File: config.mk
export PLATFORM = sky130hd
export DESIGN_NAME = ordr_engine
export DESIGN_NICKNAME = d
export VERILOG_FILES = /design/src/hdl/ordr_pkg.sv /design/src/hdl/ordr_tag_table.sv /design/src/hdl/ordr_match.sv /design/src/hdl/ordr_data_store.sv /design/src/hdl/ordr_engine.sv
export SDC_FILE = /design/constraint.sdc
export NUM_CORES = 2
export LEC_CHECK = 0
export ABC_AREA = 1
export BUFFER_PORTS_ARGS = -buffer_cell sky130_fd_sc_hd__buf_2
export CAP_MARGIN = 20
export CORE_MARGIN = 10
export CORE_UTILIZATION = 30
export CTS_BUF_LIST = sky130_fd_sc_hd__clkbuf_2
export CTS_CLUSTER_DIAMETER = 30
export DETAILED_ROUTE_END_ITERATION = 8
export PLACE_DENSITY = 0.46
export SYNTH_ARGS = -nofsm -noshare
export SYNTH_HDL_FRONTEND = slang
export SYNTH_HIERARCHICAL = 1
export SYNTH_SLANG_ARGS = --single-unit
File: constraint.sdc
create_clock -name clk -period 24.2 [get_ports clk]
set_input_delay 2.42 -clock clk [delete_from_list [all_inputs] [get_ports clk]]
set_output_delay 2.42 -clock clk [all_outputs]
set_load 0.005 [all_outputs]
File: src/hdl/ordr_pkg.sv
`default_nettype none

package ordr_pkg;

  // table and data sizes
  localparam int ENTRY_COUNT = 16;
  localparam int IDX_W       = $clog2(ENTRY_COUNT);
  localparam int DATA_W      = 64;

  // output credits held after reset
  localparam int OUT_CREDITS = 4;
  localparam int CRED_W      = $clog2(OUT_CREDITS + 1);

  // memory address field widths
  localparam int CH_W   = 2;
  localparam int BANK_W = 4;
  localparam int ROW_W  = 14;
  localparam int COL_W  = 6;

  typedef enum logic [1:0] {
    RD_MEM = 2'd0,
    RD_SBK = 2'd1,
    RD_ACC = 2'd2,
    RD_ACT = 2'd3
  } rd_kind_e;

  typedef enum logic {
    DEST_BUS  = 1'b0,
    DEST_PGEN = 1'b1
  } dest_e;

  typedef struct packed {
    logic [CH_W-1:0]   ch;
    logic [BANK_W-1:0] bank;
    logic [ROW_W-1:0]  row;
    logic [COL_W-1:0]  col;
  } mem_addr_t;

  typedef struct packed {
    mem_addr_t addr;
    rd_kind_e  kind;
  } rd_req_t;

  typedef struct packed {
    mem_addr_t         addr;
    logic [DATA_W-1:0] data;
  } rd_resp_t;

  typedef struct packed {
    dest_e             dest;
    mem_addr_t         addr;
    logic [DATA_W-1:0] data;
  } out_pkt_t;

  // one slot of the outstanding read table
  typedef struct packed {
    logic      occupied;
    mem_addr_t addr;
    rd_kind_e  kind;
  } entry_t;

  // plain memory reads return to the bus bridge, all others to the packet generator
  function automatic dest_e dest_of(input rd_kind_e kind);
    return (kind == RD_MEM) ? DEST_BUS : DEST_PGEN;
  endfunction

endpackage

`default_nettype wire

File: src/hdl/ordr_tag_table.sv
`timescale 1ns/10ps
`default_nettype none

module ordr_tag_table (
  input  logic                                              clk,
  input  logic                                              rst,
  // request side
  input  logic                                              i_req_valid,
  input  ordr_pkg::rd_req_t                                 i_req,
  // head release from the data store
  input  logic                                              i_release,
  // table view for search and release
  output ordr_pkg::entry_t [ordr_pkg::ENTRY_COUNT-1:0]      o_entries,
  output logic [ordr_pkg::IDX_W-1:0]                        o_head_idx,
  output logic                                              o_req_credit
);

  import ordr_pkg::*;

  // head is the oldest outstanding read, tail the next free slot
  logic [IDX_W-1:0]       head_idx;
  logic [IDX_W-1:0]       tail_idx;
  logic [ENTRY_COUNT-1:0] occupied;

  // address and kind of each entry
  mem_addr_t              addr_mem [ENTRY_COUNT];
  rd_kind_e               kind_mem [ENTRY_COUNT];

  always_ff @(posedge clk or posedge rst) begin
    if (rst) begin
      head_idx     <= '0;
      tail_idx     <= '0;
      occupied     <= '0;
      o_req_credit <= 1'b0;
    end else begin
      // one credit back per released entry
      o_req_credit <= i_release;

      if (i_req_valid) begin
        occupied[tail_idx] <= 1'b1;
        tail_idx           <= tail_idx + IDX_W'(1);
      end

      // release and allocate never hit the same slot, the requester
      // holds no credit while the table is full
      if (i_release) begin
        occupied[head_idx] <= 1'b0;
        head_idx           <= head_idx + IDX_W'(1);
      end
    end
  end

  // entry payload, written at the tail
  always_ff @(posedge clk) begin
    if (i_req_valid) begin
      addr_mem[tail_idx] <= i_req.addr;
      kind_mem[tail_idx] <= i_req.kind;
    end
  end

  // pack the table for the other blocks
  always_comb begin
    for (int i = 0; i < ENTRY_COUNT; i++) begin
      o_entries[i].occupied = occupied[i];
      o_entries[i].addr     = addr_mem[i];
      o_entries[i].kind     = kind_mem[i];
    end
  end

  assign o_head_idx = head_idx;

endmodule

`default_nettype wire

File: src/hdl/ordr_match.sv
`timescale 1ns/10ps
`default_nettype none

module ordr_match (
  // table state
  input  ordr_pkg::entry_t [ordr_pkg::ENTRY_COUNT-1:0]      i_entries,
  input  logic [ordr_pkg::ENTRY_COUNT-1:0]                  i_filled,
  input  logic [ordr_pkg::IDX_W-1:0]                        i_head_idx,
  // incoming response
  input  logic                                              i_resp_valid,
  input  ordr_pkg::mem_addr_t                               i_resp_addr,
  // search result
  output logic                                              o_hit,
  output logic [ordr_pkg::IDX_W-1:0]                        o_hit_idx
);

  import ordr_pkg::*;

  logic [ENTRY_COUNT-1:0] cand;
  logic                   found;
  logic [IDX_W-1:0]       found_idx;

  // entries still waiting for data at this address
  always_comb begin
    for (int i = 0; i < ENTRY_COUNT; i++) begin
      cand[i] = i_entries[i].occupied && !i_filled[i] &&
                (i_entries[i].addr == i_resp_addr);
    end
  end

  // walk from the head so the oldest candidate wins
  always_comb begin
    logic [IDX_W-1:0] idx;
    idx       = i_head_idx;
    found     = 1'b0;
    found_idx = i_head_idx;
    for (int i = 0; i < ENTRY_COUNT; i++) begin
      idx = i_head_idx + IDX_W'(i);
      if (!found && cand[idx]) begin
        found     = 1'b1;
        found_idx = idx;
      end
    end
  end

  assign o_hit     = i_resp_valid && found;
  assign o_hit_idx = found_idx;

endmodule

`default_nettype wire

File: src/hdl/ordr_data_store.sv
`timescale 1ns/10ps
`default_nettype none

module ordr_data_store (
  input  logic                                              clk,
  input  logic                                              rst,
  // table state
  input  ordr_pkg::entry_t [ordr_pkg::ENTRY_COUNT-1:0]      i_entries,
  input  logic [ordr_pkg::IDX_W-1:0]                        i_head_idx,
  // match result and response data
  input  logic                                              i_hit,
  input  logic [ordr_pkg::IDX_W-1:0]                        i_hit_idx,
  input  logic [ordr_pkg::DATA_W-1:0]                       i_resp_data,
  // output credit return
  input  logic                                              i_out_credit,
  output logic [ordr_pkg::ENTRY_COUNT-1:0]                  o_filled,
  output logic                                              o_release,
  output logic                                              o_out_valid,
  output ordr_pkg::out_pkt_t                                o_out
);

  import ordr_pkg::*;

  logic [DATA_W-1:0] data_mem [ENTRY_COUNT];
  logic [CRED_W-1:0] credit_cnt;
  entry_t            head_entry;

  assign head_entry = i_entries[i_head_idx];

  // oldest entry has its data and the consumer has room
  assign o_release = o_filled[i_head_idx] && (credit_cnt != '0);

  // output credits, one spent per release
  always_ff @(posedge clk or posedge rst) begin
    if (rst) begin
      credit_cnt <= CRED_W'(OUT_CREDITS);
    end else begin
      case ({i_out_credit, o_release})
        2'b10:   credit_cnt <= credit_cnt + CRED_W'(1);
        2'b01:   credit_cnt <= credit_cnt - CRED_W'(1);
        default: credit_cnt <= credit_cnt;
      endcase
    end
  end

  // filled flags and output strobe
  always_ff @(posedge clk or posedge rst) begin
    if (rst) begin
      o_filled    <= '0;
      o_out_valid <= 1'b0;
    end else begin
      o_out_valid <= o_release;
      if (i_hit) begin
        o_filled[i_hit_idx] <= 1'b1;
      end
      // a hit never targets a filled head, so these cannot collide
      if (o_release) begin
        o_filled[i_head_idx] <= 1'b0;
      end
    end
  end

  // data slots and outgoing packet
  always_ff @(posedge clk) begin
    if (i_hit) begin
      data_mem[i_hit_idx] <= i_resp_data;
    end
    if (o_release) begin
      o_out.dest <= dest_of(head_entry.kind);
      o_out.addr <= head_entry.addr;
      o_out.data <= data_mem[i_head_idx];
    end
  end

endmodule

`default_nettype wire

File: src/hdl/ordr_engine.sv
`timescale 1ns/10ps
`default_nettype none

module ordr_engine (
  input  logic                 clk,
  input  logic                 rst,
  // read requests in program order
  input  logic                 i_req_valid,
  input  ordr_pkg::rd_req_t    i_req,
  output logic                 o_req_credit,
  // read responses in any order
  input  logic                 i_resp_valid,
  input  ordr_pkg::rd_resp_t   i_resp,
  // in-order output stream
  output logic                 o_out_valid,
  output ordr_pkg::out_pkt_t   o_out,
  input  logic                 i_out_credit
);

  import ordr_pkg::*;

  entry_t [ENTRY_COUNT-1:0] entries;
  logic [IDX_W-1:0]         head_idx;
  logic [ENTRY_COUNT-1:0]   filled;
  logic                     release_head;
  logic                     hit;
  logic [IDX_W-1:0]         hit_idx;

  ordr_tag_table u_tag_table (
    .clk          (clk),
    .rst          (rst),
    .i_req_valid  (i_req_valid),
    .i_req        (i_req),
    .i_release    (release_head),
    .o_entries    (entries),
    .o_head_idx   (head_idx),
    .o_req_credit (o_req_credit)
  );

  ordr_match u_match (
    .i_entries    (entries),
    .i_filled     (filled),
    .i_head_idx   (head_idx),
    .i_resp_valid (i_resp_valid),
    .i_resp_addr  (i_resp.addr),
    .o_hit        (hit),
    .o_hit_idx    (hit_idx)
  );

  ordr_data_store u_data_store (
    .clk          (clk),
    .rst          (rst),
    .i_entries    (entries),
    .i_head_idx   (head_idx),
    .i_hit        (hit),
    .i_hit_idx    (hit_idx),
    .i_resp_data  (i_resp.data),
    .i_out_credit (i_out_credit),
    .o_filled     (filled),
    .o_release    (release_head),
    .o_out_valid  (o_out_valid),
    .o_out        (o_out)
  );

endmodule

`default_nettype wire

==> impl_metrics.env <==
export IMPL_avgSynthCellArea_sq_um=10.7
export IMPL_grt_start_max_net_pins=166
export IMPL_synth_simple_area_share=0.189
export IMPL_crit_path_start_kind="primary input"
export IMPL_synth_mux_area_fraction=0.000153
export IMPL_coreArea_sq_um=244000
export IMPL_wl_um=294000
export IMPL_ir_drop_v=0.000146
export IMPL_synthAdderAreaFrac=0.00299
export IMPL_reg2reg_from="u_tag_table/o_head_idx[0]$_DFFE_PP0P_"
export IMPL_cts_post_setup_buffers_inserted=0
export IMPL_die_h_um=515
export IMPL_slew_headroom=0.203
export IMPL_clk_pin_slew_worst_paths_ns=0.09
export IMPL_htreeDepth=5
export IMPL_worstMarginPinSlew_ns=1.19
export IMPL_hold_viol=0
export IMPL_seq_area_frac_synth=0.653
export IMPL_nNetsFinal=7511
export IMPL_drc=0
export IMPL_min_period_ns=8.69
export IMPL_fin_cells=10900
export IMPL_finalSetupTns_ns=0
export IMPL_critical_path_class="in2reg"
export IMPL_dp_cells=10100
export IMPL_crit_family="simple AND/OR/NAND/NOR gates"
export IMPL_timing_fmax_mhz=115
export IMPL_first_pass_iters=8
export IMPL_grt_usage=0.213
export IMPL_reg2reg_slack_ns=16.28
export IMPL_p_seq_frac=0.420
export IMPL_utilization=0.336
export IMPL_grt_pass1_vias=55700
export IMPL_ys_warnings_count=6
export IMPL_worstSkewPairLatency_ns=1.94
export IMPL_antenna_found_initial=38
export IMPL_r2r_cells=30
export IMPL_cts_sinks=1608
export IMPL_crit_cells=33
export IMPL_gp_congestion=1.05
export IMPL_synth_top_family_by_area="simple AND/OR/NAND/NOR gates"
export IMPL_postSynthCellCount=6906
export IMPL_rows=181
export IMPL_setup_violations=0
export IMPL_yosys_top_cells_area="edfxtp_1, nand2_1, a22oi_1, inv_1, nor2_1"
export IMPL_cp_slowest_cell="nor2_4"
export IMPL_power_density_nw_per_um2=133
export IMPL_critical_path_endpoint="u_data_store/data_mem[3][15]$_DFFE_PP_"
export IMPL_hpwl_um=195000
export IMPL_synth_xor_xnor_area_share=0.0164
export IMPL_ctsResizeCount=0
export IMPL_cts_hold_buf=0
export IMPL_layout_setup_ws_ns=15.51
export IMPL_viasPerCell=5.16
export IMPL_drt_iter0_drc=5212
export IMPL_r2r_end="u_data_store/data_mem[3][15]$_DFFE_PP_"
export IMPL_clk_path_buf_depth=4
export IMPL_synth_top_area_share=0.637
export IMPL_synth_net_count=7046
export IMPL_switching_share=0.442
export IMPL_drive_above_1_share=0.144
export IMPL_switchingPower_mw=4.82
export IMPL_max_cap_violations=0
export IMPL_rsz0062_at_grt="false"
export IMPL_grt_pass1_wl_um=410000
export IMPL_async_flop_share=0.0280
export IMPL_cts_root_buffer="clkbuf_2"
export IMPL_power_leakage_nw=32.2
export IMPL_place_ws_ns=14.01
export IMPL_ys_ff_latch=1608
export IMPL_io_pins=216
export IMPL_slew_viol_final=0
export IMPL_yosysTopAreaCell="edfxtp_1"
export IMPL_p_int_mw=6.07
export IMPL_synth_main_ff_cell="edfxtp_1"
export IMPL_drtAntennaViolNets=0
export IMPL_hp_class="reg2reg"
export IMPL_numCtsBuffers=462
export IMPL_crit_required_ns=25.55
export IMPL_cp_end_kind="flop"
export IMPL_syn_area_sq_um=73600
export IMPL_critical_path_buf_inv_count=6
export IMPL_critPathMaxStageDelay_ns=0.69
export IMPL_die_area_sq_um=266000
export IMPL_initial_utilization=0.302
export IMPL_vias=56200
export IMPL_crit_top_cell="nand2_1"
export IMPL_worstPathArrival_ns=10.04
export IMPL_hold_ws_ns=0.506
export IMPL_fin_worst_skew_ns=0.246
export IMPL_wl_per_cell_um=27.0
export IMPL_crit_path_max_fanout=30
export IMPL_setup_worst_path_start="i_resp[88]"
export IMPL_ys_types=56
export IMPL_fillers=25000
export IMPL_finalCritPeriodShare=0.359
export IMPL_synth_edff_count=1563
export IMPL_status="complete, no violations"
export IMPL_clkPwrFrac=0.180
export IMPL_cts_tree="yes"
export IMPL_p_comb_frac=0.400
export IMPL_die_w_um=515
export IMPL_grt_ovfl_total=0
export IMPL_syn_to_final_growth_pct=11.2
export IMPL_io_buffers=215
export IMPL_synth_compound_gate_area_share=0.0835
## placed cells by master, fill, tap and decap left out, drive strengths merged
| cell | n |
|---|---|
| a22oi | 720 |
| o21ai | 60 |
| and2 | 22 |
| o21bai | 1 |
| clkinvlp | 4 |
| nand4 | 242 |
| xor2 | 14 |
| nand2 | 2404 |
| clkinv | 136 |
| nand3b | 11 |
| a21o | 1 |
| ha | 16 |
| diode | 17 |
| o21a | 2 |
| buf | 303 |
| bufinv | 8 |
| a21boi | 2 |
| nor3 | 22 |
| inv | 581 |
| dfstp | 1 |
| a21oi | 53 |
| o2111ai | 1 |
| dfrtp | 44 |
| edfxtp | 1563 |
| nand3 | 199 |
| clkbuf | 623 |
| nor4 | 8 |
| mux2 | 1 |
| a31oi | 1 |
| nor3b | 3 |
| o211ai | 13 |
| nor2 | 491 |
| xnor2 | 124 |
| or2 | 4 |
| fa | 1 |
## how the worst min path moves through the flow
stage | from | endpoint | slack, ns | depth (start not counted)
floorplan | u_data_store/credit_cnt[2]$_DFFE_PP1P_ | u_data_store/credit_cnt[2]$_DFFE_PP1P_ | 0.47 | 2
global placement | u_data_store/credit_cnt[2]$_DFFE_PP1P_ | u_data_store/credit_cnt[2]$_DFFE_PP1P_ | 0.49 | 2
detailed placement | u_data_store/credit_cnt[2]$_DFFE_PP1P_ | u_data_store/credit_cnt[2]$_DFFE_PP1P_ | 0.49 | 2
CTS | rst | u_data_store/o_filled[13]$_DFF_PP0_ | 0.45 | 3
global route | u_data_store/credit_cnt[2]$_DFFE_PP1P_ | u_data_store/credit_cnt[2]$_DFFE_PP1P_ | 0.52 | 2
finish | u_data_store/credit_cnt[2]$_DFFE_PP1P_ | u_data_store/credit_cnt[2]$_DFFE_PP1P_ | 0.51 | 2
## flip-flops by register name, indices dropped and copies added (netlist names)
signal and count:
u_data_store/data_mem 1024, u_data_store/o_filled 16, u_tag_table/o_head_idx 4, u_tag_table/tail_idx 4
u_data_store/o_out_valid 1, u_tag_table/kind_mem 32, u_tag_table/addr_mem 416, u_data_store/credit_cnt 3
u_tag_table/occupied 16, u_tag_table/o_req_credit 1, u_data_store/o_out 91
## worst reg2reg max path: cells and delay by family (launching register included)
family	cells	cell delay, ns
adders and majority gates	1	0.36
buffers and inverters	8	2.89
and+or+nand+nor	18	3.17
AOI/OAI and AO/OA	3	0.63
DFF	1	0.41
## metrics by stage
stage / power [mW] / area (sq um)
3_5_place_dp: 9.00 / 77800
3_3_place_gp: 8.99 / 77800
5_1_grt: 11.6 / 81900
6_report: 10.9 / 81900
4_1_cts: 11.0 / 81800
2_1_floorplan: 7.05 / 73600
## per-layer routing
| layer | track usage | routed length [um] |
|---|---|---|
| met1 | 0.265 | 119000 |
| met2 | 0.350 | 139000 |
| met3 | 0.0418 | 18900 |
| met4 | 0.113 | 16700 |
| met5 | 0 | 207 |
## final cells by class
type | count | area [sq um] | share of cell area
Multi-Input combinational cell | 4416 | 21800 | 0.266
Sequential cell | 1608 | 48100 | 0.587
Timing Repair Buffer | 303 | 1810 | 0.0221
Clock buffer | 623 | 3120 | 0.0381
Inverter | 580 | 2250 | 0.0274
Antenna cell | 17 | 42.5 | 0.000519
Tap cell | 3202 | 4010 | 0.0489
Clock inverter | 149 | 862 | 0.0105
## kinds of logic after synthesis
| family | Yosys count |
|---|---|
| compound gates | 854 |
| simple gates | 3406 |
| xor+xnor | 138 |
| fa+ha+maj | 17 |
| mux | 1 |
| buf+inv | 882 |
| flops | 1608 |
## cells in the mapped netlist, types with 4 or more instances
| library cell | instances |
|---|---|
| o21ai_0 | 52 |
| dfrtp_1 | 44 |
| nand4_1 | 242 |
| nand3_1 | 198 |
| xnor2_1 | 124 |
| buf_1 | 22 |
| nand2_2 | 20 |
| edfxtp_1 | 1563 |
| inv_2 | 34 |
| inv_6 | 4 |
| o21ai_1 | 7 |
| nor2_1 | 483 |
| buf_2 | 154 |
| a22oi_1 | 720 |
| and2_1 | 21 |
| inv_1 | 532 |
| clkbuf_1 | 51 |
| nor4_1 | 7 |
| a21oi_1 | 50 |
| xor2_1 | 14 |
| nor2_4 | 4 |
| inv_4 | 4 |
| buf_4 | 21 |
| nand2_1 | 2383 |
| nand3b_1 | 11 |
| nor2_2 | 4 |
| o211ai_1 | 13 |
| buf_6 | 51 |
| ha_1 | 16 |
| nor3_1 | 20 |
## power by group through the flow
stage          Sequential (mW)  Clock [mW]  Combinational (mW)
4_1_cts                   4.58        2.05                4.38
2_1_floorplan             4.63           0                2.42
6_report                  4.57        1.96                4.35
3_3_place_gp              4.62           0                4.37
3_5_place_dp              4.65           0                4.36
5_1_grt                   4.65        2.19                4.71
Note: power is estimated with default switching activity, not from simulation.
